$ cat src/rtl/icache_pkg.sv
`default_nettype none

package icache_pkg;

    // address split: | tag 20 | index 6 | offset 6 |
    localparam int ADDR_W     = 32;
    localparam int INDEX_W    = 6;
    localparam int OFFSET_W   = 6;
    localparam int TAG_W      = ADDR_W - INDEX_W - OFFSET_W;

    // line and memory beat sizes
    localparam int LINE_W     = 512;
    localparam int BEAT_W     = 128;
    localparam int LINE_BEATS = LINE_W / BEAT_W;

    typedef logic [ADDR_W-1:0]  addr_t;     // fetch pc, also used as physical address
    typedef logic [INDEX_W-1:0] index_t;
    typedef logic [TAG_W-1:0]   tag_t;
    typedef logic [LINE_W-1:0]  line_t;
    typedef logic [BEAT_W-1:0]  beat_t;
    typedef logic [63:0]        fetch_t;    // two instructions
    typedef logic [7:0]         cookie_t;

    // cache operation codes
    // codes 0 and 1 both invalidate by index, addr bit 0 picks the way
    typedef enum logic [1:0] {
        CACOP_IDX0 = 2'd0,
        CACOP_IDX1 = 2'd1,
        CACOP_HIT  = 2'd2   // invalidate the way that hits
    } cacop_t;

endpackage

`default_nettype wire

$ cat src/rtl/icache_refill.sv
`default_nettype none

module icache_refill (
    input  wire                      clk,
    input  wire                      rstn,
    input  wire                      i_miss_start,
    input  wire icache_pkg::addr_t   i_miss_addr,
    input  wire                      i_miss_uncache,
    input  wire                      i_mem_gnt,
    input  wire                      i_mem_valid,
    input  wire icache_pkg::beat_t   i_mem_data,
    input  wire                      i_mem_last,
    output logic                     o_mem_req,
    output icache_pkg::addr_t        o_mem_addr,
    output logic [2:0]               o_mem_beats,
    output logic                     o_line_done,
    output icache_pkg::line_t        o_fill_line
);

    import icache_pkg::*;

    logic                          xfer;        // granted, beats still coming
    logic [$clog2(LINE_BEATS)-1:0] beat_cnt;
    line_t                         line_buf;

    always_ff @(posedge clk) begin
        if (!rstn) begin
            o_mem_req   <= 1'b0;
            xfer        <= 1'b0;
            beat_cnt    <= '0;
            o_line_done <= 1'b0;
        end else begin
            o_line_done <= 1'b0;
            if (i_miss_start) begin
                o_mem_req <= 1'b1;
                beat_cnt  <= '0;
            end else if (o_mem_req && i_mem_gnt) begin
                o_mem_req <= 1'b0;
                xfer      <= 1'b1;
            end
            if (xfer && i_mem_valid) begin
                beat_cnt <= beat_cnt + 1'b1;
                if (i_mem_last) begin
                    xfer        <= 1'b0;
                    o_line_done <= 1'b1;   // line buffer complete next cycle
                end
            end
        end
    end

    // request fields, held until the grant
    always_ff @(posedge clk) begin
        if (i_miss_start) begin
            if (i_miss_uncache) begin
                o_mem_addr  <= {i_miss_addr[ADDR_W-1:3], 3'b000};  // one 8-byte word
                o_mem_beats <= 3'd1;
            end else begin
                o_mem_addr  <= {i_miss_addr[ADDR_W-1:OFFSET_W], {OFFSET_W{1'b0}}};
                o_mem_beats <= 3'(LINE_BEATS);
            end
        end
    end

    // beat k lands at line bytes 16k..16k+15
    always_ff @(posedge clk) begin
        if (xfer && i_mem_valid) begin
            line_buf[beat_cnt * BEAT_W +: BEAT_W] <= i_mem_data;
        end
    end

    assign o_fill_line = line_buf;

    a_beat_in_xfer: assert property (@(posedge clk) disable iff (!rstn)
        i_mem_valid |-> xfer);

endmodule

`default_nettype wire

$ cat config.mk
export PLATFORM = sky130hd
export DESIGN_NAME = icache_refill
export DESIGN_NICKNAME = d
export VERILOG_FILES = /design/src/rtl/icache_pkg.sv /design/src/rtl/icache_refill.sv
export SDC_FILE = /design/constraint.sdc
export NUM_CORES = 1
export LEC_CHECK = 0
export CORE_AREA = 2 2 276 278
export DETAILED_ROUTE_END_ITERATION = 12
export DIE_AREA = 0 0 278 280
export DONT_BUFFER_PORTS = 1
export PLACE_DENSITY = 0.52
export SYNTH_ARGS = -nofsm -noshare
export SYNTH_HDL_FRONTEND = slang
export SYNTH_SLANG_ARGS = --single-unit
$ cat constraint.sdc
create_clock -name clk -period 4.05 [get_ports clk]
set_input_delay 0 -clock clk [delete_from_list [all_inputs] [get_ports clk]]
set_output_delay 0 -clock clk [all_outputs]
set_load 0.005 [all_outputs]
## After elaboration in Yosys (flattened, before gate mapping)

Cells that the tools add are included.

- Bits in writable memories: 0
- Memories: 0
- Bits in latches: 0
- Output and inout bits: 549
- Register bits after elaboration: 552
- ROM bits: 0
- Logic and storage cells: 28

- $lt $le $gt $ge: 0
- Add/sub/neg operators: 2
- Div/mod/pow operators: 0
- Bitwise gates (word level): 0
- Shift operators: 2
- Reduce and logical (&&, ||, !) cells: 5
- Multipliers: 0
- Muxes and demuxes: 11
- Equality and inequality tests: 0

Operators by type and width:

| cell | count |
|---|---|
| bitwise mux 512 bit | 1 |
| variable shift 128 x 34 -> 512 bit, first input constant | 1 |
| indexed part select 128 x 34 -> 512 bit | 1 |
| negation 9 -> 34 bit | 1 |
| two-way mux 1 bit | 7 |
| two-way mux 2 bit | 2 |
| nonzero test 2 bit | 2 |
| two-way mux 3 bit | 1 |
| adder 2 x 1 -> 2 bit, second input constant | 1 |
| logical AND 1 bit | 2 |
| AND reduction 2 bit | 1 |

## Depth between registers and ports, before layout

- Depth after elaboration: 5
- Gate-level depth with buffers: 8
- Mapped depth without buffers: 5

## Worst setup path after synthesis

Ideal clock, no wire load.

- Path type: reg2reg
- From: reg, netlist name beat_cnt[0]
- To: reg line_buf[0], in the netlist o_fill_line[0] (enable)
- Stages on the path, launching flop included: 4
- Arrival time: 3.898 ns
- Setup slack: -0.351 ns
- Data required time: 3.547 ns
- Path buffers: 0
- Setup time: 0.503 ns
- Cell sequence: dfxtp_1 > inv_1 > ha_1 > and3_1

RTL lines:

| item | RTL line | source |
|---|---|---|
| end signal: indexed assignment | icache_refill.sv:67 | `line_buf[beat_cnt * BEAT_W +: BEAT_W] <= i_mem_data;` |
| end: declaration | icache_refill.sv:24 | `line_t line_buf;` |

## Final worst setup path

- From: reg beat_cnt[0]
- To: reg line_buf[378], in the netlist o_fill_line[378] (data pin)

- Word-level cells in the longest chain between the ends: 3
- Elaborated cells on any way between the ends: 4

Ends and longest elaborated chain:

| item | RTL line | source |
|---|---|---|
| start: declaration | icache_refill.sv:23 | `logic [$clog2(LINE_BEATS)-1:0] beat_cnt;` |
| start signal: assignment | icache_refill.sv:42 | `beat_cnt <= beat_cnt + 1'b1;` |
| negation 9 -> 34 bit (*) | icache_refill.sv:67 |  |
| indexed part select 128 x 34 -> 512 bit or variable shift 128 x 34 -> 512 bit (tied branches) | icache_refill.sv:67 |  |
| bitwise mux 512 bit (*) | icache_refill.sv:67 |  |

Every way passes the cells marked *; elsewhere a longest branch is shown, timed or not.
A chain may end at the register's enable or synchronous reset.

==> results.yml <==
run_status:
  status: "finished, final reports clean"
synth:
  muxShareOfSynthArea_pct: 0
  synthSimpleGateAreaFrac_pct: 16.4
  ys_types: 29
  async_flop_share_pct: 0
  mappedNetlistArea_um2: 20100
  ys_warn_count: 0
  ys_seq_elements: 548
  synth-seq-area-share_pct: 81.5
  synth_edf_count: 543
  synth_top_family_by_area: "simple AND/OR/NAND/NOR gates"
  synth_flop_cell: "edfxtp_1"
  syn_inst: 1211
  synth_xor_area_share_pct: 0
  synth_adder_area_share_pct: 0.311
  synth_compound_area_share_pct: 0.155
  syn_avg_cell_area_um2: 16.6
pwr:
  p_comb_share_pct: 3.0
  p_switching_mw: 2.45
  p_per_area_nw_per_um2: 474
  pwr-share-clk_pct: 44.6
  power.internal_mw: 9.52
  leakagePower_nw: 8.44
  max-vdd-ir-drop_mv: 0.326
  total_power_mw: 12.0
  seq_power_share_pct: 52.4
  switching_share_pct: 20.5
critical_path:
  crit_start: "beat_cnt[0]"
  end_kind: "register"
  cp-start-kind: "register"
  r2r_start: "beat_cnt[0]"
  critical_path_required_ns: 4.52
  critPathArrivalTime_ns: 3.20
  worst-path-max-fanout: 66
  critPathKind: "reg -> reg"
sta:
  holdWs_ns: 0.0397
  slew_viol_final: 0
  hold_viol_final: 0
  setup_ws_ns: 1.33
  period_needed_ns: 2.72
  tightest_slew_ns: 0.978
  setup_viol_count_final: 0
  max-slew-margin-rel_pct: 34.8
  post-route-period-util_pct: 67.2
  max_freq_mhz: 367
  fin_skew_ns: 0.0170
  rsz0062_at_grt: "false"
  timing.setup.tns_ns: 0
placed_design:
  portBuffers: 0
  dp_hpwl_um: 37200
  pre_cts_ws_ns: 1.27
  dp.cells: 2153
  placed_area_um2: 21400
  globalplace.congestion: 0.799
cells_and_area:
  final_core_util_pct: 33.6
  drive_above_1_share_pct: 8.34
  nets: 1598
  final_common_cell: "edfxtp_1"
  final_cell_mix: "edfxtp_1, and2_1, dlygate4sd3_1"
  seqCellArea_um2: 16400
  instances_no_fill: 2457
  postLayoutCellArea_um2: 25300
  multiInputGateArea_um2: 3450
  syn2layout_area_growth_pct: 25.5
  fillers: 7092
cts:
  cts_max_level: 2
  ctsRootBufferMaster: "clkbuf_16"
  cts_buffers: 59
  clk_latency_ns: 0.62
  clk_path_buf_depth: 3
  cts_sinks: 548
  path_clk_slew_ns: 0.06
  cts_resized: 0
  cts_tree: "done"
min_path:
  min_from: "i_miss_addr[24]"
  hold_class: "in -> reg"
grt:
  gr-total-overflow: 0
  grt_antenna_before_repair: 5
  grt_pass1_vias: 10784
  track_usage_pct: 14.2
  grt_max_degree: 129
  grt_pass1_wl_um: 81100
routing:
  firstDrtPassIters: 5
  routed_wl_um: 58400
  drt-wirelength-per-cell_um: 23.8
  vias_per_cell: 4.38
  drc_errors: 0
  antenna_left: 0
  drtIter0Drc: 799
  vias: 10765
die:
  die_area_um2: 77800
  ios: 716
  initial_core_util_pct: 26.8
  core_um2: 75200
  std_cell_rows: 101
  die_x_um: 278
  die_y_um: 280
flow_run:
  drv_cap: 0
==> registers in the layout (all words and copies together), names as in the netlist <==
name and count:
beat_cnt 2, o_line_done 1, o_mem_addr 29, xfer 1, o_fill_line 512, o_mem_req 1
o_mem_beats 2
==> what timing repair did <==
item | 4_1_cts | 5_1_grt
setup buffers | 0 | 0
endpoints found under the hold margin | 622 | 0
hold buffers | 190 | 0
==> per-layer routing <==
layer / global-route usage (%) / wire length, um / share of wire, %
met5: 0 / 27 / 0.046
met3: 4.28 / 4720 / 8.1
met2: 24.8 / 30000 / 51
met4: 4.98 / 1790 / 3.1
met1: 16.5 / 21900 / 38
==> logic make-up after synthesis <==
logic type	Yosys count
AO/OA/AOI/OAI	5
adder cells (fa/ha/maj)	5
buffers and inverters	69
flip-flops	548
other	1
AND/OR/NAND/NOR	583
==> power groups by stage <==
stage | Sequential [mW] | Combinational, mW | Clock (mW)
after floorplan | 6.37 | 0.110 | 0
after global placement | 6.39 | 0.144 | 0
after detailed placement | 6.39 | 0.152 | 0
after CTS | 6.27 | 0.355 | 5.45
after global routing | 6.27 | 0.386 | 5.65
final | 6.27 | 0.358 | 5.35
==> worst max-delay path, cell delays in order (launching register included) <==
cell and delay (ns):
dfxtp_1 0.45, inv_1 0.22, ha_1 0.47, or3b_2 0.54, nor2_8 0.30, buf_12 0.28
and2_1 0.20
==> final cells by class <==
cell class	instances	area share, %
sequential	548	64.9
timing repair buffer	215	8.81
clock inverter	40	1.53
clock buffer	70	6.09
multi-input combinational	597	13.7
inverter	5	0.0743
antenna	4	0.0396
tap	978	4.84
==> Yosys cell counts (2+ instances only) <==
cell type	instances	area (um^2)
clkbuf_2	7	35.0
inv_1	5	18.8
and3_1	5	31.3
nor2_1	148	556
buf_6	4	45.0
buf_2	5	25.0
edfxtp_1	543	16300
buf_4	4	30.0
ha_1	5	62.6
a21oi_1	2	10.0
dfxtp_1	5	100
nand2_1	2	7.51
clkbuf_1	43	161
nand2b_1	50	313
and2_1	369	2310
==> path summary, 6_finish.rpt <==
| kind | endpoint | slack [ns] | cells past startpoint |
|---|---|---|---|
| setup reg to reg | o_fill_line[378] | 1.33 | 6 |
| setup / recovery | o_fill_line[378] | 1.33 | 6 |
| hold / removal | o_mem_addr[24] | 0.04 | 1 |
| hold reg to reg | beat_cnt[1] | 0.51 | 2 |
No activity file was read; power rests on OpenSTA's default activity.
