===== src/rtl/icache_pkg.sv =====
`default_nettype none

package icache_pkg;

    // address split: | tag 20 | index 6 | offset 6 |
    localparam int ADDR_W     = 32;
    localparam int INDEX_W    = 6;
    localparam int OFFSET_W   = 6;
    localparam int TAG_W      = ADDR_W - INDEX_W - OFFSET_W;

    // line and memory beat sizes
    localparam int LINE_W     = 512;
    localparam int BEAT_W     = 128;
    localparam int LINE_BEATS = LINE_W / BEAT_W;

    typedef logic [ADDR_W-1:0]  addr_t;     // fetch pc, also used as physical address
    typedef logic [INDEX_W-1:0] index_t;
    typedef logic [TAG_W-1:0]   tag_t;
    typedef logic [LINE_W-1:0]  line_t;
    typedef logic [BEAT_W-1:0]  beat_t;
    typedef logic [63:0]        fetch_t;    // two instructions
    typedef logic [7:0]         cookie_t;

    // cache operation codes
    // codes 0 and 1 both invalidate by index, addr bit 0 picks the way
    typedef enum logic [1:0] {
        CACOP_IDX0 = 2'd0,
        CACOP_IDX1 = 2'd1,
        CACOP_HIT  = 2'd2   // invalidate the way that hits
    } cacop_t;

endpackage

`default_nettype wire


===== src/rtl/icache_ctrl.sv =====
`default_nettype none

module icache_ctrl (
    input  wire                       clk,
    input  wire                       rstn,
    // pipeline side
    input  wire                       i_rvalid,
    input  wire icache_pkg::addr_t    i_raddr,
    input  wire                       i_uncache,
    input  wire icache_pkg::cookie_t  i_cookie,
    input  wire                       i_flush,
    input  wire                       i_cacop_en,
    input  wire icache_pkg::cacop_t   i_cacop_code,
    input  wire                       i_ibar,
    output logic                      o_rready,
    output icache_pkg::fetch_t        o_rdata,
    output icache_pkg::addr_t         o_pc,
    output icache_pkg::cookie_t       o_cookie,
    output logic                      o_exc,
    output icache_pkg::addr_t         o_badv,
    output logic                      o_idle,
    output logic                      o_cacop_ready,
    output logic                      o_cacop_done,
    // arrays
    output icache_pkg::index_t        o_rd_index,
    output icache_pkg::index_t        o_wr_index,
    output logic [1:0]                o_data_we,
    output logic [1:0]                o_tag_we,
    output icache_pkg::tag_t          o_tag_wdata,
    output logic                      o_tag_inval,
    input  wire icache_pkg::tag_t     i_tag0,
    input  wire                       i_valid0,
    input  wire icache_pkg::tag_t     i_tag1,
    input  wire                       i_valid1,
    input  wire icache_pkg::line_t    i_data0,
    input  wire icache_pkg::line_t    i_data1,
    // refill unit
    output logic                      o_miss_start,
    output icache_pkg::addr_t         o_miss_addr,
    output logic                      o_miss_uncache,
    input  wire                       i_line_done,
    input  wire icache_pkg::line_t    i_fill_line
);

    import icache_pkg::*;

    typedef enum logic [2:0] {
        S_IDLE,
        S_LOOKUP,
        S_MISS,
        S_REFILL,
        S_CACOP
    } state_t;

    state_t state, state_nxt;

    // request buffer
    addr_t   pc_buf;        // also holds the cacop operand
    logic    unc_buf;
    cookie_t cookie_buf;
    cacop_t  cacop_buf;
    logic    live;          // cleared by flush, squashes the response
    logic    miss_busy;

    logic [(1 << INDEX_W)-1:0] lru;    // way to replace next, per set

    index_t  pc_index;
    tag_t    pc_tag;
    logic    hit0;
    logic    hit1;
    logic    misalign;
    logic    need_miss;
    logic    resp;
    logic    take;
    logic    cacop_take;
    logic    victim;
    logic    fill_we;
    logic [1:0] cacop_ways;
    line_t   line_sel;
    fetch_t  word;

    assign pc_index = pc_buf[OFFSET_W +: INDEX_W];
    assign pc_tag   = pc_buf[ADDR_W-1 -: TAG_W];
    assign misalign = |pc_buf[1:0];     // ADEF

    // tag compare on the registered array outputs
    assign hit0 = i_valid0 && (i_tag0 == pc_tag);
    assign hit1 = i_valid1 && (i_tag1 == pc_tag);

    assign need_miss = !misalign && (unc_buf || !(hit0 || hit1));
    assign resp      = (state == S_LOOKUP && !need_miss) || state == S_REFILL;

    // handshake
    assign o_idle        = state == S_IDLE;
    assign o_rready      = resp && live && !i_flush;
    assign take          = i_rvalid && (o_idle || o_rready);
    assign o_cacop_ready = o_idle && !i_rvalid;     // fetches win over cacops
    assign cacop_take    = i_cacop_en && o_cacop_ready;
    assign o_cacop_done  = state == S_CACOP;

    always_ff @(posedge clk) begin
        if (!rstn) begin
            state <= S_IDLE;
        end else begin
            state <= state_nxt;
        end
    end

    always_comb begin
        state_nxt = state;
        case (state)
            S_IDLE: begin
                if (cacop_take) begin
                    state_nxt = S_CACOP;
                end else if (take) begin
                    state_nxt = S_LOOKUP;
                end
            end
            S_LOOKUP: begin
                if (o_miss_start) begin
                    state_nxt = S_MISS;
                end else if (take) begin
                    state_nxt = S_LOOKUP;
                end else begin
                    state_nxt = S_IDLE;
                end
            end
            S_MISS: begin
                if (i_line_done) begin
                    state_nxt = S_REFILL;
                end
            end
            S_REFILL: state_nxt = take ? S_LOOKUP : S_IDLE;
            S_CACOP:  state_nxt = S_IDLE;
            default:  state_nxt = S_IDLE;
        endcase
    end

    always_ff @(posedge clk) begin
        if (take || cacop_take) begin
            pc_buf <= i_raddr;
        end
        if (take) begin
            unc_buf    <= i_uncache;
            cookie_buf <= i_cookie;
        end
        if (cacop_take) begin
            cacop_buf <= i_cacop_code;
        end
    end

    // a request taken on the flush edge is a new one and stays live
    always_ff @(posedge clk) begin
        if (!rstn) begin
            live <= 1'b0;
        end else if (take) begin
            live <= 1'b1;
        end else if (i_flush) begin
            live <= 1'b0;
        end
    end

    // miss goes out only for a live request; a flushed one just drops
    assign o_miss_start   = state == S_LOOKUP && need_miss && live && !i_flush;
    assign o_miss_addr    = pc_buf;
    assign o_miss_uncache = unc_buf;

    // fill at the line_done edge so a request taken in REFILL already hits
    assign victim  = lru[pc_index];
    assign fill_we = state == S_MISS && i_line_done && !unc_buf && !i_ibar;

    always_ff @(posedge clk) begin
        if (!rstn) begin
            lru <= '0;
        end else if (fill_we) begin
            lru[pc_index] <= !victim;
        end else if (state == S_LOOKUP && !misalign && !unc_buf && (hit0 || hit1)) begin
            lru[pc_index] <= hit0;      // other way becomes the victim
        end
    end

    assign cacop_ways = (cacop_buf == CACOP_HIT) ? {hit1, hit0} : {pc_buf[0], !pc_buf[0]};

    assign o_rd_index  = i_raddr[OFFSET_W +: INDEX_W];
    assign o_wr_index  = pc_index;
    assign o_data_we   = fill_we ? {victim, !victim} : 2'b00;
    assign o_tag_we    = i_ibar ? 2'b00 : (state == S_CACOP) ? cacop_ways : o_data_we;
    assign o_tag_wdata = pc_tag;
    assign o_tag_inval = state == S_CACOP;

    // fetch word select, bits 5:3
    assign line_sel = (state == S_REFILL) ? i_fill_line : (hit1 ? i_data1 : i_data0);
    assign word     = line_sel[pc_buf[OFFSET_W-1:3] * $bits(fetch_t) +: $bits(fetch_t)];
    assign o_rdata  = (state == S_REFILL && unc_buf) ? i_fill_line[63:0] : word;

    assign o_pc     = pc_buf;
    assign o_cookie = cookie_buf;
    assign o_exc    = misalign;
    assign o_badv   = misalign ? pc_buf : '0;

    always_ff @(posedge clk) begin
        if (!rstn) begin
            miss_busy <= 1'b0;
        end else if (o_miss_start) begin
            miss_busy <= 1'b1;
        end else if (i_line_done) begin
            miss_busy <= 1'b0;
        end
    end

    a_no_resp_in_miss: assert property (@(posedge clk) disable iff (!rstn)
        !(o_rready && miss_busy));

    // refill only on a miss, so a tag never lives in both ways
    a_one_hit_way: assert property (@(posedge clk) disable iff (!rstn)
        (state == S_LOOKUP || state == S_CACOP) |-> !(hit0 && hit1));

endmodule

`default_nettype wire


===== config.mk =====
export PLATFORM = sky130hd
export DESIGN_NAME = icache_ctrl
export DESIGN_NICKNAME = d
export VERILOG_FILES = /design/src/rtl/icache_pkg.sv /design/src/rtl/icache_ctrl.sv
export SDC_FILE = /design/constraint.sdc
export NUM_CORES = 1
export LEC_CHECK = 0
export ABC_AREA = 0
export BUFFER_PORTS_ARGS = -buffer_cell sky130_fd_sc_hd__buf_4
export CAP_MARGIN = 20
export CORE_AREA = 2 2 719 721
export CTS_CLUSTER_DIAMETER = 120
export DETAILED_ROUTE_END_ITERATION = 8
export DIE_AREA = 0 0 721 723
export SYNTH_ARGS = -nofsm -noshare
export SYNTH_HDL_FRONTEND = slang
export SYNTH_SLANG_ARGS = --single-unit

===== constraint.sdc =====
create_clock -name clk -period 3 [get_ports clk]
set_input_delay 0.3 -clock clk [delete_from_list [all_inputs] [get_ports clk]]
set_output_delay 0.3 -clock clk [all_outputs]
set_load 0.005 [all_outputs]

## Yosys cells after proc, flatten, opt, wreduce, memory -nomap -nowiden

Index checks and enable logic that the tools add are counted.

| operators by class | value |
|---|---|
| magnitude comparators | 2 |
| eq/ne operators | 9 |
| shift-type cells | 1 |
| mux-type cells | 24 |
| reductions and logical operators | 39 |

Operators with widths:

| operator | count |
|---|---|
| $mux W512 | 2 |
| $shiftx A512 B10 Y64 | 1 |
| $mux W64 | 3 |
| $bwmux W64 | 2 |
| $eq A20 B20 Y1 | 2 |
| $mux W32 | 1 |
| $logic_and A1 B1 Y1 | 20 |
| $pmux W3 S4 | 1 |
| $mux W2 | 5 |
| $logic_not A1 Y1 | 9 |
| $mux W3 | 3 |
| $lt A6 B7 Y1 const B | 1 |
| $bmux W1 S6 | 1 |
| $demux W1 S6 | 1 |
| $eq A3 B2 Y1 const B | 2 |
| $ge A6 B1 Y1 const B | 1 |
| $logic_or A1 B1 Y1 | 5 |
| $mux W1 | 5 |
| $reduce_bool A2 Y1 | 2 |
| $eq A3 B1 Y1 const B | 1 |
| $eq A3 B3 Y1 const B | 1 |
| $logic_not A3 Y1 | 1 |
| $ne A3 B1 Y1 const B | 1 |
| $eq A2 B2 Y1 const B | 1 |
| other kinds (3) | 3 |

| storage, ports and cells | value |
|---|---|
| register bits after elaboration | 111 |
| input bits | 1628 |
| logic and storage cells | 82 |

## Logic depth before layout (Yosys ltp)

| depth | value |
|---|---|
| depth after elaboration | 16 |
| gate-level depth with buffers | 12 |

## Worst setup path after synthesis

No wires, ideal clock.

| timing | value |
|---|---|
| path kind | flip-flop to flip-flop |
| from | reg pc_buf[26] (netlist: o_miss_addr[26]) |
| to | reg pc_buf[0] (netlist: o_miss_addr[0]) (enable) |
| library setup time | 375 ps |
| data arrival time | 2741 ps |
| data required time | 2625 ps |
| path slack | -115 ps |
| stages on the path, launching flop included | 11 |
| cell sequence | edfxtp_1 > xnor2_1 > nand4_1 > nor4_2 > and4_1 > buf_4 > buf_6 > o21ai_0 > a21oi_1 > o21a_1 > or2_2 |

| between the ends | value |
|---|---|
| word-level cells in the longest chain between the ends | 14 |

Ends and longest elaborated chain:

| what | line | text |
|---|---|---|
| start: declaration | icache_ctrl.sv:58 | `addr_t pc_buf;` |
| start signal: assignment | icache_ctrl.sv:141 | `pc_buf <= i_raddr;` |
| $eq A20 B20 Y1, on equally long branches | icache_ctrl.sv:87, icache_ctrl.sv:88 |  |
| $logic_and A1 B1 Y1, on equally long branches | icache_ctrl.sv:87, icache_ctrl.sv:88 |  |
| $logic_or A1 B1 Y1 (*) | icache_ctrl.sv:90 | `assign need_miss = !misalign && (unc_buf \|\| !(hit0 \|\| hit1));` |
| $logic_not A1 Y1 (*) | icache_ctrl.sv:90 |  |
| $logic_or A1 B1 Y1 (*) | icache_ctrl.sv:90 |  |
| $logic_and A1 B1 Y1 (*) | icache_ctrl.sv:90 |  |
| $logic_not A1 Y1 (*) | icache_ctrl.sv:91 | `assign resp = (state == S_LOOKUP && !need_miss) \|\| state == S_REFILL;` |
| $logic_and A1 B1 Y1 (*) | icache_ctrl.sv:91 |  |
| $logic_or A1 B1 Y1 (*) | icache_ctrl.sv:91 |  |
| $logic_and A1 B1 Y1 (*) (2 in a row) | icache_ctrl.sv:95 | `assign o_rready = resp && live && !i_flush;` |
| via o_rready | icache_ctrl.sv:15 | `output logic o_rready,` |
| $logic_or A1 B1 Y1 (*) | icache_ctrl.sv:96 | `assign take = i_rvalid && (o_idle \|\| o_rready);` |
| $logic_and A1 B1 Y1 (*) | icache_ctrl.sv:96 |  |
| via take | icache_ctrl.sv:74 | `logic take;` |
| $logic_or A1 B1 Y1 (*) | icache_ctrl.sv:140 | `if (take \|\| cacop_take) begin` |

The timed path passes the listed nets; every way through them passes the cells marked *.
A chain may end at the register's enable or synchronous reset.

## Worst setup path after layout

| timing | value |
|---|---|
| from | reg pc_buf[22] (netlist: o_miss_addr[22]) |
| to | out o_rdata[20] |

| between the ends | value |
|---|---|
| word-level cells in the longest chain between the ends | 6 |

Ends and longest elaborated chain:

| what | line | text |
|---|---|---|
| $eq A20 B20 Y1 | icache_ctrl.sv:88 | `assign hit1 = i_valid1 && (i_tag1 == pc_tag);` |
| $logic_and A1 B1 Y1 | icache_ctrl.sv:88 |  |
| $mux W512 (2 in a row) | icache_ctrl.sv:192 | `assign line_sel = (state == S_REFILL) ? i_fill_line : (hit1 ? i_data1 : i_data0);` |
| $shiftx A512 B10 Y64 | icache_ctrl.sv:193 | `assign word = line_sel[pc_buf[OFFSET_W-1:3] * $bits(fetch_t) +: $bits(fetch_t)];` |
| $mux W64 | icache_ctrl.sv:194 | `assign o_rdata = (state == S_REFILL && unc_buf) ? i_fill_line[63:0] : word;` |
| end: declaration | icache_ctrl.sv:16 | `output icache_pkg::fetch_t o_rdata,` |

No other way between the ends.

==> impl_metrics.ini <==
[run_status]
status = finished, violations left
violations = negative setup slack

[synth]
yosys_warnings = 0
synthArstFlopShare_pct = 0
syn_area_um2 = 20100
synth_top_area_cell = nand2_1
syn-num-nets = 4961
yosys-top-cells-area = nand2_1, o21ai_0, nor2_1
avgSynthCellArea_um2 = 6.03
synth_cell_types = 61
ys_ff_latch = 111
ys.flop_type = dfxtp_1
synth_top_area_share_pct = 13.6
ys_seq_area_share_pct = 13.2
synth-edff-count = 43
syn-instance-count = 3333

[global_route]
grt_overflow_total = 0
met1_usage_pct = 23.5
use_met3_pct = 10.7
grt_start_max_net_pins = 74
top_usage_layer = met2
globalRouteMet2Util_pct = 30.7
first_global_vias = 37100
grt_pass1_wl_um = 615000
antenna_found_initial = 648
track_usage_pct = 19.6

[layout]
fill_cells = 60200
nets = 7150
drive_gt1_share_pct = 58.0
multiInputGateArea_um2 = 19500
regArea_um2 = 2650
final_cell_mix = buf_4, nand2_1, nor2_1
instances_no_fill = 12500
final_common_cell = buf_4
area_growth_pct = 166

[critical_path]
crit_start = o_miss_addr[22]
cpPeakStageDelay_ns = 0.59
r2r_start = o_miss_addr[26]
start_kind = flip-flop
rrSetupSlack_ns = -0.44
crit_path_end_kind = output pin
reg2reg_to = o_miss_addr[20]
cp.buffers_inverters = 8
crit_top_cell = buf_6
worst_ep_arrival_time_ns = 3.79
worstRegToRegCells = 13
cp.required_ns = 2.70
crit_chain = xnor2_1, buf_4, buf_4, nand4_1, nor4_2, and4_4, buf_16, buf_16, buf_6, buf_6, buf_6, mux2_4, o22ai_4, nor3_4, nor3_4, buf_6
crit_fanout = 8
setup.worst_path.class = reg2out
crit_path_top_delay_cell = nor3_4
critical-path-top-delay-family = simple AND/OR/NAND/NOR gates

[detailed_routing]
drt_iter0_markers = 4315
viasPerCell = 3.29
route.detailed.drc = 0
first_pass_iters = 6
drt-total-wl_um = 539000
vias = 41000
wl_per_cell_um = 43.3
ant_nets = 0

[timing]
rsz0062_at_grt = true
relSlewSlack_pct = 31.0
setup_viol = 175
clock.fmax_mhz = 244
post-route-period-util_pct = 136
fin_crit_ns = 4.09
skew_ns = 0.0496
hold_viol = 0
final-max-slew-violation-count = 0
finalWorstSetupSlack_ns = -1.09
tightest_slew_ns = 1.02

[power]
power.internal_mw = 5.77
swShare_pct = 47.0
p_leak_nw = 21.0
pwr-share-seq_pct = 15.4
p_clk_share_pct = 14.6
total_power_mw = 10.9
p_sw_mw = 5.12
irDropWorstVdd_uv = 261
comb_power_share_pct = 70.1
powerDensity_nw_per_um2 = 204

[floorplanning]
core_area_um2 = 515000
die_w_um = 721
placementRows = 264
ios = 1840
die_area_um2 = 521000
start_util_pct = 3.91
fp.dieH_um = 723

[clock_network]
cts_inserted_buffers = 9
path_clk_slew_ns = 0.10
clockBufferDepth = 2
root_buffer = clkbuf_16
h-tree-depth = 3
clock_latency_ns = 0.45
clkSinkCount = 111
tritoncts = yes

[place]
dp_cells = 12200
dpl.hpwl_um = 494000
io_buffers = 1839
globalplace.congestion = 0.981
dp_slack_ns = -1.74

[min_path]
hp-start = i_raddr[24]
hold_depth = 1
worstHoldEndpoint = o_miss_addr[24]
min_path_type = in2reg

[flow_run]
maxCapViolations = 0
state kept, by name (all words and copies together), names as in the netlist:
name	cells
o_miss_uncache	1
o_cookie	8
lru	64
live	1
cacop_buf	2
o_miss_addr	32
state	3
area by class of cell:
class | instances | share of cell area [%]
multi-input combinational | 2827 | 36.5
inverter | 7 | 0.0538
timing repair buffer | 2566 | 41.4
clock buffer | 11 | 0.475
antenna | 143 | 0.669
tap | 6783 | 15.9
clock inverter | 5 | 0.105
sequential | 111 | 4.96
repair_timing:
item | 4_1_cts | 5_1_grt
setup endpoints to repair | 177 | 177
cloned | 18 | 9
pin swaps | 123 | 199
setup buffers | 48 | 69
gates resized for setup | 498 | 447
endpoints found under the hold margin | 4 | 0
hold buffers | 4 | 0
power by group through the flow:
stage	registers (mW)	logic (mW)	clock network [mW]
global route	1.68	7.93	1.68
CTS	1.67	7.39	1.69
detailed placement	1.70	6.90	0
global placement	1.70	6.91	0
floorplan	1.72	1.48	0
finish	1.67	7.63	1.59
through the flow:
step                      setup TNS [ns]  utilization [%]  hold slack (ns)  cell area (um2)
after floorplan                        0                -            0.399            20100
final                             -86.82             10.4           0.0564            53500
after detailed placement         -115.58             9.04            0.480            46500
after CTS                        -106.63             9.78           0.0201            50300
after global placement           -132.42             9.03            0.478            46500
after global routing             -126.96             10.3           0.0360            53200
how the worst max path moves through the flow:
stage,depth (start not counted),slack (ns),to
floorplan,10,0.05,o_miss_addr[0]
detailed placement,12,-1.74,o_rdata[45]
global route,15,-1.28,o_rdata[32]
CTS,14,-1.18,o_rdata[45]
global placement,12,-2.31,o_rdata[60]
finish,16,-1.09,o_rdata[20]
cell usage after synthesis (2+ instances only):
cell,number
nor3_1,115
o21ai_1,10
inv_1,6
a311oi_1,61
a32oi_1,2
o221ai_1,28
xnor2_1,30
buf_2,64
and4_1,2
a21oi_1,71
mux2_2,103
clkbuf_1,239
edfxtp_1,43
nor3b_1,4
o22ai_1,113
o21ai_0,384
and2_1,33
dfxtp_1,68
a221oi_1,2
nand3_1,31
o21bai_1,8
nand2b_1,18
nand4_1,13
a21boi_0,2
a211oi_1,52
a31o_2,22
a22oi_1,6
nor2b_1,12
o21a_1,3
o211ai_1,74
mux2i_1,116
buf_4,74
buf_1,3
nor4_1,6
xor2_1,10
and3_1,5
nor2_1,475
mux4_2,2
nand2_1,728
buf_6,8
a31oi_1,261
nand3b_1,7
cells by family (layout without fill, tap and decap cells):
kind of cell	count (synthesis)	after routing	share of synthesized area [%]
AOI/OAI and AO/OA	1108	1108	34.1
xor gates and xnor gates	40	40	1.74
buffers and inverters	395	2589	9.46
DFF	111	111	13.2
muxes	222	222	11.8
other	0	143	0
and+or+nand+nor	1457	1457	29.7
metal layers:
layer	up-vias	part of all wire, %	routed length, um
met1	19700	40	215000
met3	1123	13	72400
met5	-	0.38	2030
met2	3303	43	234000
met4	308	3.1	16500
li1	16600	-	-
Power figures use the tool's default switching activity.
