===== config.mk =====
export PLATFORM = sky130hd
export DESIGN_NAME = icache_tagv_ram
export DESIGN_NICKNAME = d
export VERILOG_FILES = /design/src/rtl/icache_pkg.sv /design/src/rtl/icache_tagv_ram.sv
export SDC_FILE = /design/constraint.sdc
export NUM_CORES = 1
export LEC_CHECK = 0
export BUFFER_PORTS_ARGS = -buffer_cell sky130_fd_sc_hd__buf_2
export CORE_ASPECT_RATIO = 1.2
export CORE_MARGIN = 5
export CORE_UTILIZATION = 55
export CTS_CLUSTER_DIAMETER = 60
export DETAILED_ROUTE_END_ITERATION = 7
export PLACE_DENSITY = 0.71
export SYNTH_ARGS = -nofsm -noshare
export SYNTH_HDL_FRONTEND = slang
export SYNTH_SLANG_ARGS = --single-unit

===== constraint.sdc =====
create_clock -name clk -period 3.08 [get_ports clk]
set_input_delay 0.462 -clock clk [delete_from_list [all_inputs] [get_ports clk]]
set_output_delay 0.462 -clock clk [all_outputs]
set_load 0.1 [all_outputs]

===== src/rtl/icache_pkg.sv =====
`default_nettype none

package icache_pkg;

    // address split: | tag 20 | index 6 | offset 6 |
    localparam int ADDR_W     = 32;
    localparam int INDEX_W    = 6;
    localparam int OFFSET_W   = 6;
    localparam int TAG_W      = ADDR_W - INDEX_W - OFFSET_W;

    // line and memory beat sizes
    localparam int LINE_W     = 512;
    localparam int BEAT_W     = 128;
    localparam int LINE_BEATS = LINE_W / BEAT_W;

    typedef logic [ADDR_W-1:0]  addr_t;     // fetch pc, also used as physical address
    typedef logic [INDEX_W-1:0] index_t;
    typedef logic [TAG_W-1:0]   tag_t;
    typedef logic [LINE_W-1:0]  line_t;
    typedef logic [BEAT_W-1:0]  beat_t;
    typedef logic [63:0]        fetch_t;    // two instructions
    typedef logic [7:0]         cookie_t;

    // cache operation codes
    // codes 0 and 1 both invalidate by index, addr bit 0 picks the way
    typedef enum logic [1:0] {
        CACOP_IDX0 = 2'd0,
        CACOP_IDX1 = 2'd1,
        CACOP_HIT  = 2'd2   // invalidate the way that hits
    } cacop_t;

endpackage

`default_nettype wire


===== src/rtl/icache_tagv_ram.sv =====
`default_nettype none

module icache_tagv_ram (
    input  wire                      clk,
    input  wire                      rstn,
    input  wire icache_pkg::index_t  i_rd_index,
    input  wire icache_pkg::index_t  i_wr_index,
    input  wire                      i_we,
    input  wire icache_pkg::tag_t    i_wtag,
    input  wire                      i_inval,
    input  wire                      i_clr_all,
    output icache_pkg::tag_t         o_tag,
    output logic                     o_valid
);

    import icache_pkg::*;

    tag_t                   tags [0:(1 << INDEX_W) - 1];
    logic [(1 << INDEX_W)-1:0] valid;   // kept in flops so ibar can wipe them at once

    always_ff @(posedge clk) begin
        if (i_we) begin
            tags[i_wr_index] <= i_wtag;
        end
        o_tag <= tags[i_rd_index];
    end

    always_ff @(posedge clk) begin
        if (!rstn || i_clr_all) begin
            valid <= '0;
        end else if (i_we) begin
            valid[i_wr_index] <= !i_inval;  // invalidate clears, refill sets
        end
    end

    // a read on the barrier edge already sees the cleared bit
    always_ff @(posedge clk) begin
        if (!rstn) begin
            o_valid <= 1'b0;
        end else begin
            o_valid <= valid[i_rd_index] && !i_clr_all;
        end
    end

    // controller holds off writes while a barrier is in flight
    a_no_we_on_clr: assert property (@(posedge clk) disable iff (!rstn)
        !(i_we && i_clr_all));

endmodule

`default_nettype wire


Word level (Yosys, flattened, before mapping) --
Memories as Yosys holds them, arrays and structs flattened. A register that Yosys moved wholly into a read port is not among the register bits. Cells that the tools add are included.
Operators by class: $lt $le $gt $ge 3, div/mod/pow operators 0, reduce and logical (&&, ||, !) cells 6, shifts and indexed selects 0, add/subtract/negate cells 0, multipliers 0, equal/unequal tests 0, multiplexer cells 7, bitwise operators 0
Operators by type and width (number):
- $bwmux W64 | 1
- $lt A6 B7 Y1 const B | 2
- $bmux W1 S6 | 1
- $demux W1 S6 | 1
- $ge A6 B1 Y1 const B | 1
- $mux W1 | 4
- $logic_not A1 Y1 | 3
- $logic_and A1 B1 Y1 | 2
- $logic_or A1 B1 Y1 | 1
Storage, ports and cells: latch bits 0, memories 1, ROM bits 0, output and inout port bits 21, memory bits (writable) 1280, bits in registers 65, logic and storage cells 19, input bits 37
Memory list:
- tags | depth 64, width 20, rd ports 1, clocked after Yosys merged registers in 1, write ports 1, RTL line icache_tagv_ram.sv:18 | tag_t tags [0:(1 << INDEX_W) - 1];

Logic depth before layout (Yosys ltp) --
Gate-level depths: netlist (run 1).
depth after elaboration 5, mapped depth 9, gate-level depth less buffers 5

Least setup slack after synthesis (run 1) --
OpenSTA, ideal clock, no wires.
kind input to register, from input port i_wr_index[5], to memory tags[32][0] in the netlist's numbering, enable pin, library setup time 0.400 ns, data required time 2.680 ns, cell stages on the path 4, path buffers 2, arrival 2.207 ns, slack 0.473 ns, path through clkbuf_1 -> or3b_2 -> clkbuf_1 -> nor2_1
RTL lines:
- start, declared | RTL line icache_tagv_ram.sv:7 | input wire icache_pkg::index_t i_wr_index,
- end, declared | RTL line icache_tagv_ram.sv:18
No word-level cell before the write port.

==> results.sh, run 1 <==
export IMPL_synth_area_sq_mm=0.0520
export IMPL_synth_edf_count=1280
export IMPL_gp_congestion=0.854
export IMPL_synth_top_area_share=0.740
export IMPL_first_pass_iters=5
export IMPL_power_leakage_nw=18.8
export IMPL_design_area_sq_mm=0.0593
export IMPL_drive_gt1_frac=0.310
export IMPL_critical_path_max_stage_delay_ns=0.54
export IMPL_path_class="in2reg"
export IMPL_crit_family="compound AO/OA/AOI/OAI gates"
export IMPL_cp_max_fo=31
export IMPL_drc_errors=0
export IMPL_cp_end_kind="flop"
export IMPL_ys_seq_area_frac=0.772
export IMPL_synth_area_leaders="edfxtp_1 (74%), mux4_2 (14%), dfxtp_1 (3.3%)"
export IMPL_critPathSlowestCell="mux4_2"
export IMPL_numCtsBuffers=133
export IMPL_grt_ovfl_total=0
export IMPL_yosysUniqueCellTypes=42
export IMPL_grt_pass1_wl_mm=188
export IMPL_max_vdd_ir_drop_mv=0.457
export IMPL_die_area_sq_mm=0.101
export IMPL_antenna_found_initial=11
export IMPL_ys_seq_elements=1365
export IMPL_clk_pin_slew_ns=0.06
export IMPL_rsz0062_at_grt="no"
export IMPL_status="finished clean"
export IMPL_routedWlPerCell_microns=32.3
export IMPL_clock_latency_ns=0.73
export IMPL_hold_viol_final=0
export IMPL_worstSetupStartpointType="input port"
export IMPL_synth_most_common_cell="edfxtp_1"
export IMPL_cts_resized=0
export IMPL_num_io_pins=58
export IMPL_setup_viol=0
export IMPL_num_vias=26500
export IMPL_syn_num_nets=2432
export IMPL_fin_nets=2676
export IMPL_finalCriticalPeriod_ns=2.50
export IMPL_grt_max_degree=68
export IMPL_fin_cells=3999
export IMPL_synthCells=2395
export IMPL_finalMaxSlewViolations=0
export IMPL_grt_util_all_layers=0.256
export IMPL_highest_layer="met4"
export IMPL_avgViaCountPerCell=6.62
export IMPL_drv_cap=0
export IMPL_synthTopCellsByCount="edfxtp_1 (1280), mux4_2 (327), nor2_1 (140), dfxtp_1 (85), mux2i_1 (80)"
export IMPL_post_dp_cell_area_sq_mm=0.0550
export IMPL_yosysTopAreaCell="edfxtp_1"
export IMPL_rows=123
export IMPL_crit_path_cell_trace="buf_8 > buf_12 > buf_4 > mux4_2 > o22a_1 > o211ai_1 > o221ai_1"
export IMPL_area_delta_synth_final_pct=14.0
export IMPL_power_per_cell_area_mw_per_mm2=646
export IMPL_hpwl_mm=79.0
export IMPL_totalWireLength_mm=129
export IMPL_synthArstFlopShare=0
export IMPL_required_ns=3.60
export IMPL_dp_cells=3754
export IMPL_hp_class="in2reg"
export IMPL_tritoncts="built"
export IMPL_cts_htree_levels=4
export IMPL_met2_length_mm=64.2
export IMPL_coreArea_sq_mm=0.0937
export IMPL_post_cts_repair_setup_buffers=0
export IMPL_tightest_slew_ns=1.29
export IMPL_route_met3_wl_mm=12.0
export IMPL_antenna_violating_nets_post_route=0
export IMPL_drt_iter0_drc=3499
export IMPL_fp_dieH_microns=347
export IMPL_avgSynthCellArea_sq_um=21.7
export IMPL_clkSinkCount=1365
export IMPL_finClkSkew_ns=0.0213
export IMPL_port_buffers=57
export IMPL_root_buffer="clkbuf_16"
export IMPL_initial_core_util=0.554
export IMPL_ys_warn_count=0
export IMPL_synth_ff_type="edfxtp_1"
export IMPL_cp_arrival_ns=3.02
export IMPL_finalCritPeriodShare=0.811
export IMPL_first_global_vias=26800
export IMPL_cts_hold_buf=0
export IMPL_slew_headroom=0.143
export IMPL_clockBufferDepth=3
export IMPL_drt_met1_wl_mm=48.4
export IMPL_dieWidth_microns=291
export IMPL_fmax_mhz=400
export IMPL_crit_buf_inv=3
[final timing paths]
check | endpoint | from | slack (ns) | depth (start not counted)
max | o_tag[9] | i_rd_index[0] | 0.58 | 7
min | tags[52][4] | i_wtag[4] | 0.24 | 1
max reg2reg | o_tag[9] | tags[62][9] | 0.86 | 5
min reg2reg | valid[30] | valid[30] | 0.49 | 2
[routing by layer]
layer,up-vias,track usage
li1,10700,-
met4,0,0.0866
met1,14000,0.357
met3,264,0.0482
met2,1573,0.417
met5,-,0
[per-stage QoR]
step	worst slack, ns	power (W)	setup TNS, ns	utilization	hold WS, ns
final	0.583	0.0383	0	0.632	0.245
after global routing	0.520	0.0394	0	0.632	0.243
after CTS	0.703	0.0385	0	0.632	0.206
after detailed placement	-0.0704	0.0231	-0.0704	0.587	0.483
after global placement	0.00171	0.0230	0	0.587	0.475
after floorplan	0.473	0.0222	0	-	0.468
[state kept, by name (all words and copies together) (netlist names)]
signal   cells
tags      1280
o_tag       20
o_valid      1
valid       64
[placed cells by master, fill, tap and decap left out, drive strengths merged]
master,synthesis,final
nand2b,7,7
nor2b,17,17
or2,2,2
o221ai,17,17
nand4,7,7
or3,1,1
mux4,327,327
o211ai,7,7
bufinv,0,1
o221a,6,6
o2bb2ai,3,3
a221oi,24,24
and2,3,3
dfxtp,85,85
a22oi,28,28
nor3,8,8
a21oi,17,17
clkinv,1,39
clkinvlp,0,5
clkbuf,63,188
nand3b,6,6
edfxtp,1280,1280
buf,75,247
nand3,15,15
nand2,9,9
nor3b,1,1
o22a,6,6
a22o,24,24
o22ai,10,10
inv,1,10
a21o,3,3
diode,0,4
nor2,140,140
or3b,4,4
o21ai,36,36
a2111oi,4,4
o2111ai,2,2
a211oi,73,73
nor4,3,3
mux2i,80,80
[kinds of logic after synthesis]
group / share of synthesized area
AND/OR/NAND/NOR: 0.0195
multiplexers: 0.157
flip-flops: 0.772
AO/OA/AOI/OAI: 0.0371
buffers and inverters: 0.0138
[layout make-up]
| cell class | count | area (sq um) |
|---|---|---|
| antenna | 4 | 10.0 |
| clock buffer | 188 | 3860 |
| clock inverter | 53 | 373 |
| fill | 6139 | 34500 |
| inverter | 2 | 7.51 |
| multi-input combinational | 890 | 11300 |
| sequential | 1365 | 40100 |
| tap | 1250 | 1560 |
| timing repair buffer | 247 | 2030 |
[where the power goes]
group	leakage (nW)	internal [W]	switching, W
Combinational	4.49	0.000739	0.00145
Clock	2.08	0.00888	0.00671
Sequential	12.2	0.0204	0.0000810
Note: power is estimated with default switching activity, not from simulation.
==> inputs of run 2 (changes only) <==
PLACE_DENSITY = 0.74   (was 0.71)
clock period = 2.1 ns   (was 3.08 ns; I/O delays follow)
==> run 2 against run 1 <==
Effect of this change: cell count rose by 2.2%; clock skew grew 0.0046 ns; design area rose by 2.7%; routed wire length shrank 1.4%; utilization up 1.7 points; die area unchanged; sequential share of layout area decreased by 1.8 points; hold slack got worse by 0.12 ns; combinational power grew 58%; global-route usage down 0.50 points; sequential power grew 47%; critical path depth shrank 1; critical endpoint is now o_tag[6]; largest cell class unchanged; highest routed layer is now met5.
==> results.sh, run 2 (same netlist as run 1, synthesis figures left out) <==
export IMPL_grt_ovfl_total=0
export IMPL_grt_max_degree=65
export IMPL_critical_path_max_stage_delay_ns=0.50
export IMPL_whs_ns=0.125
export IMPL_drive_gt1_frac=0.335
export IMPL_rsz0062_at_grt="no"
export IMPL_grt_util_all_layers=0.251
export IMPL_rows=123
export IMPL_reg_top3="tags x1280, valid x64, o_tag x20"
export IMPL_layout_commonest_cell="edfxtp_1"
export IMPL_finalMaxSlewViolations=0
export IMPL_final_cell_mix="edfxtp_1 (1280), mux4_2 (327), buf_4 (192)"
export IMPL_power_per_cell_area_mw_per_mm2=927
export IMPL_crit_path_cell_trace="mux4_2 > o22ai_1 > o21ai_0 > buf_4 > o211ai_1 > o221ai_1"
export IMPL_clockBufferDepth=3
export IMPL_finClkSkew_ns=0.0259
export IMPL_initial_core_util=0.554
export IMPL_max_vdd_ir_drop_mv=0.920
export IMPL_setup_viol=0
export IMPL_die_area_sq_mm=0.101
export IMPL_cp_max_fo=1
export IMPL_num_io_pins=58
export IMPL_fillers=5887
export IMPL_cts_htree_levels=3
export IMPL_cp_arrival_ns=2.59
export IMPL_crit_family="compound AO/OA/AOI/OAI gates"
export IMPL_antenna_violating_nets_post_route=0
export IMPL_port_buffers=57
export IMPL_drc_errors=0
export IMPL_hp_class="in2reg"
export IMPL_clk_pin_slew_ns=0.07
export IMPL_coreArea_sq_mm=0.0937
export IMPL_dieWidth_microns=291
export IMPL_largest_reg_flops=1280
export IMPL_root_buffer="clkbuf_16"
export IMPL_fin_nets=2762
export IMPL_drv_cap=0
export IMPL_fmax_mhz=491
export IMPL_tightest_slew_ns=1.36
export IMPL_drt_iter0_drc=3119
export IMPL_avgViaCountPerCell=6.49
export IMPL_path_class="reg2reg"
export IMPL_regMostFlops="tags"
export IMPL_clock_latency_ns=0.70
export IMPL_grt_pass1_wl_mm=186
export IMPL_gp_congestion=0.839
export IMPL_antenna_found_initial=5
export IMPL_clkSinkCount=1365
export IMPL_routedWlPerCell_microns=31.1
export IMPL_hpwl_mm=78.7
export IMPL_cp_end_kind="flop"
export IMPL_totalWireLength_mm=127
export IMPL_finalCritPeriodShare=0.970
export IMPL_slew_headroom=0.0941
export IMPL_critPathSlowestCell="mux4_2"
export IMPL_power_leakage_nw=19.4
export IMPL_numCtsBuffers=121
export IMPL_finalCriticalPeriod_ns=2.04
export IMPL_area_delta_synth_final_pct=17.1
export IMPL_first_pass_iters=5
export IMPL_setup_tns_final_ns=0
export IMPL_first_global_vias=27700
export IMPL_hold_viol_final=0
export IMPL_status="finished clean"
export IMPL_worstSetupStartpointType="flop"
export IMPL_tritoncts="built"
export IMPL_crit_buf_inv=1
export IMPL_required_ns=2.65
export IMPL_num_vias=26500
export IMPL_post_cts_repair_setup_buffers=0
export IMPL_fp_dieH_microns=347
run 2: worst register-to-register path: cells and delay by family, from the launching register on:
kind | cells | cell delay, ns
AO/OA/AOI/OAI | 4 | 0.83
multiplexers | 1 | 0.50
flip-flops | 1 | 0.38
buffers and inverters | 1 | 0.17
run 2: layout make-up:
| type | instances | area [sq um] | area share |
|---|---|---|---|
| Clock buffer | 149 | 3230 | 0.0531 |
| Inverter | 2 | 7.51 | 0.000123 |
| Clock inverter | 82 | 923 | 0.0152 |
| Timing Repair Buffer | 345 | 3670 | 0.0603 |
| Multi-Input combinational cell | 890 | 11300 | 0.186 |
| Tap cell | 1250 | 1560 | 0.0257 |
| Sequential cell | 1365 | 40100 | 0.660 |
| Antenna cell | 2 | 5.00 | 0.0000822 |
run 2: final timing paths:
path	startpoint	end	slack, ns	cells past startpoint
setup reg to reg	tags[55][6]	o_tag[6]	0.06	6
hold / removal	i_wtag[4]	tags[49][4]	0.12	2
setup / recovery	tags[55][6]	o_tag[6]	0.06	6
hold reg to reg	valid[34]	valid[34]	0.49	2
run 2: metal layers:
layer / vias to the layer above / global-route usage / wire, microns / share of wire
met1: 13800 / 0.324 / 45300 / 0.36
met5: - / 0 / 34 / 0.00027
met3: 329 / 0.0518 / 11600 / 0.091
met4: 6 / 0.102 / 5860 / 0.046
li1: 10800 / - / - / -
met2: 1519 / 0.424 / 64400 / 0.51
run 2: repair_timing:
action	in CTS	in global routing
endpoints found under the setup margin	1	2
hold buffers	1	0
gates resized for setup	1	2
endpoints found under the hold margin	8	0
run 2: per-stage QoR:
step / utilization / power [W] / setup WS (ns) / area [sq um] / instances
finish: 0.649 / 0.0564 / 0.0634 / 60900 / 4085
CTS: 0.649 / 0.0567 / 0.0312 / 60800 / 4083
global placement: 0.605 / 0.0340 / -0.573 / 56700 / 3851
global route: 0.649 / 0.0580 / 0.00769 / 60900 / 4083
detailed placement: 0.605 / 0.0341 / -0.518 / 56700 / 3851
floorplan: - / 0.0325 / -0.240 / 52000 / 2395
run 2: power breakdown:
group / internal [W] / total [W] / switching [W]
Clock: 0.0130 / 0.0229 / 0.00988
Combinational: 0.00127 / 0.00345 / 0.00218
Sequential: 0.0299 / 0.0301 / 0.000108
==> inputs of run 3 (changes only) <==
SETUP_SLACK_MARGIN = 0.2   (was unset)
SLEW_MARGIN = 20   (was unset)
==> run 3 against run 2 <==
Effect of this change: maximum frequency rose by 8.5%; utilization is 0.052 points higher; cell count fell by 0.24%; first-iteration DRC count increased by 11%; design area about the same; sequential power about the same; global-route usage is 0.39 points higher; clock skew down 0.0068 ns; total power up 0.18%; flip-flop and latch count unchanged; largest power group unchanged.
==> results.sh, run 3 (same netlist as run 1, synthesis figures left out) <==
export IMPL_drt_iter0_drc=3458
export IMPL_final_cell_mix="edfxtp_1 (1280), mux4_2 (327), buf_4 (197)"
export IMPL_coreArea_sq_mm=0.0937
export IMPL_cts_hold_buf=0
export IMPL_root_buffer="clkbuf_16"
export IMPL_fp_dieH_microns=347
export IMPL_first_global_vias=27500
export IMPL_power_frac_comb=0.062
export IMPL_critical_path_max_stage_delay_ns=0.54
export IMPL_finalCritPeriodShare=0.894
export IMPL_max_vdd_ir_drop_mv=0.664
export IMPL_num_io_pins=58
export IMPL_avgViaCountPerCell=6.57
export IMPL_drv_cap=0
export IMPL_cp_arrival_ns=2.46
export IMPL_power_leakage_nw=19.4
export IMPL_p_seq_frac=0.532
export IMPL_crit_buf_inv=2
export IMPL_setup_viol=0
export IMPL_totalWireLength_mm=129
export IMPL_antenna_violating_nets_post_route=0
export IMPL_hpwl_mm=79.6
export IMPL_routedWlPerCell_microns=31.6
export IMPL_drc_errors=0
export IMPL_port_buffers=57
export IMPL_grt_util_all_layers=0.255
export IMPL_switching_power_w=0.0120
export IMPL_clockBufferDepth=3
export IMPL_power_per_cell_area_mw_per_mm2=928
export IMPL_rsz0062_at_grt="yes"
export IMPL_cp_end_kind="flop"
export IMPL_post_cts_repair_setup_buffers=0
export IMPL_crit_family="multiplexers"
export IMPL_hp_class="in2reg"
export IMPL_grt_pass1_wl_mm=188
export IMPL_fin_total_pwr_w=0.0565
export IMPL_slew_headroom=0.298
export IMPL_setup_tns_final_ns=0
export IMPL_dp_cells=3839
export IMPL_cp_max_fo=2
export IMPL_fmax_mhz=533
export IMPL_tritoncts="built"
export IMPL_ff2ff_setup_slack_ns=0.22
export IMPL_finalCriticalPeriod_ns=1.88
export IMPL_gp_congestion=0.839
export IMPL_largest_reg_flops=1280
export IMPL_drive_gt1_frac=0.327
export IMPL_clk_pin_slew_ns=0.06
export IMPL_die_area_sq_mm=0.101
export IMPL_fin_cells=4075
export IMPL_worstSetupStartpointType="flop"
export IMPL_area_delta_synth_final_pct=17.2
export IMPL_clkSinkCount=1365
export IMPL_r2r_cells=7
export IMPL_tightest_slew_ns=1.05
export IMPL_dieWidth_microns=291
export IMPL_pwr_share_clk=0.406
export IMPL_finClkSkew_ns=0.0191
export IMPL_fillers=5794
export IMPL_initial_core_util=0.554
export IMPL_fin_nets=2758
export IMPL_grt_max_degree=65
export IMPL_numCtsBuffers=130
export IMPL_required_ns=2.68
export IMPL_antenna_found_initial=3
export IMPL_internal_power_w=0.0445
export IMPL_cts_htree_levels=4
export IMPL_layout_commonest_cell="edfxtp_1"
export IMPL_crit_path_cell_trace="mux4_2 > mux2i_4 > a2111oi_4 > buf_4 > buf_6 > o21ai_2 > nand3_1"
export IMPL_first_pass_iters=5
export IMPL_finalMaxSlewViolations=0
export IMPL_reg_top3="tags x1280, valid x64, o_tag x20"
export IMPL_cp_depth=7
export IMPL_critPathSlowestCell="mux4_2"
export IMPL_switching_share=0.213
export IMPL_post_route_util=0.650
export IMPL_grt_ovfl_total=0
export IMPL_regMostFlops="tags"
export IMPL_status="finished clean"
export IMPL_num_vias=26800
export IMPL_rows=123
export IMPL_hold_viol_final=0
export IMPL_path_class="reg2reg"
export IMPL_clock_latency_ns=0.73
export IMPL_whs_path_depth=2
run 3: cell count changes in the layout (fill, tap and decap cells not counted), sizes merged:
cell	before	now
inv	10	6
diode	2	3
clkinv	44	35
buf	344	332
clkinvlp	14	4
clkbuf	149	183
bufinv	16	7
dlygate4sd3	1	0
run 3: per-layer routing:
metal	part of all wire	global-route usage
met4	0.036	0.0896
met1	0.36	0.334
met2	0.51	0.432
met3	0.090	0.0524
met5	0.000078	0
run 3: worst reg2reg max path: stages, from the launching register on:
cell and delay, ns:
edfxtp_1 0.42, mux4_2 0.54, mux2i_4 0.20, a2111oi_4 0.12, buf_4 0.17, buf_6 0.10, o21ai_2 0.10, nand3_1 0.10
run 3: cell type report:
type,instances,area (sq um),area share
Antenna cell,3,7.51,0.000123
Clock buffer,183,3720,0.0611
Clock inverter,50,434,0.00713
Inverter,2,7.51,0.000123
Multi-Input combinational cell,890,11500,0.188
Sequential cell,1365,40100,0.659
Tap cell,1250,1560,0.0257
Timing Repair Buffer,332,3580,0.0588
run 3: final timing paths:
path | startpoint | endpoint
worst min-delay path | i_wtag[17] | tags[51][17]
worst max register to register | tags[50][14] | o_tag[14]
worst max-delay path | tags[50][14] | o_tag[14]
worst min register to register | valid[4] | valid[4]
run 3: power groups by stage:
stage	clock (W)	combinational, W	sequential [W]
5_1_grt	0.0244	0.00367	0.0301
3_3_place_gp	0	0.00333	0.0306
6_report	0.0229	0.00351	0.0301
3_5_place_dp	0	0.00342	0.0306
4_1_cts	0.0232	0.00348	0.0301
2_1_floorplan	0	0.00151	0.0310
run 3: through the flow:
stage / hold WS [ns] / setup WS [ns] / instance area [sq um]
final: 0.0934 / 0.223 / 60900
after global routing: 0.0842 / 0.170 / 60900
after floorplan: 0.414 / -0.0932 / 52200
after global placement: 0.475 / -0.634 / 56600
after detailed placement: 0.479 / -0.461 / 56600
after CTS: 0.0692 / 0.137 / 60800
run 3: what timing repair did:
action                                  4_1_cts  5_1_grt
endpoints found under the setup margin       19        8
resized for setup                            20       19
hold endpoints to repair                      0        0
pin swaps                                     0        5
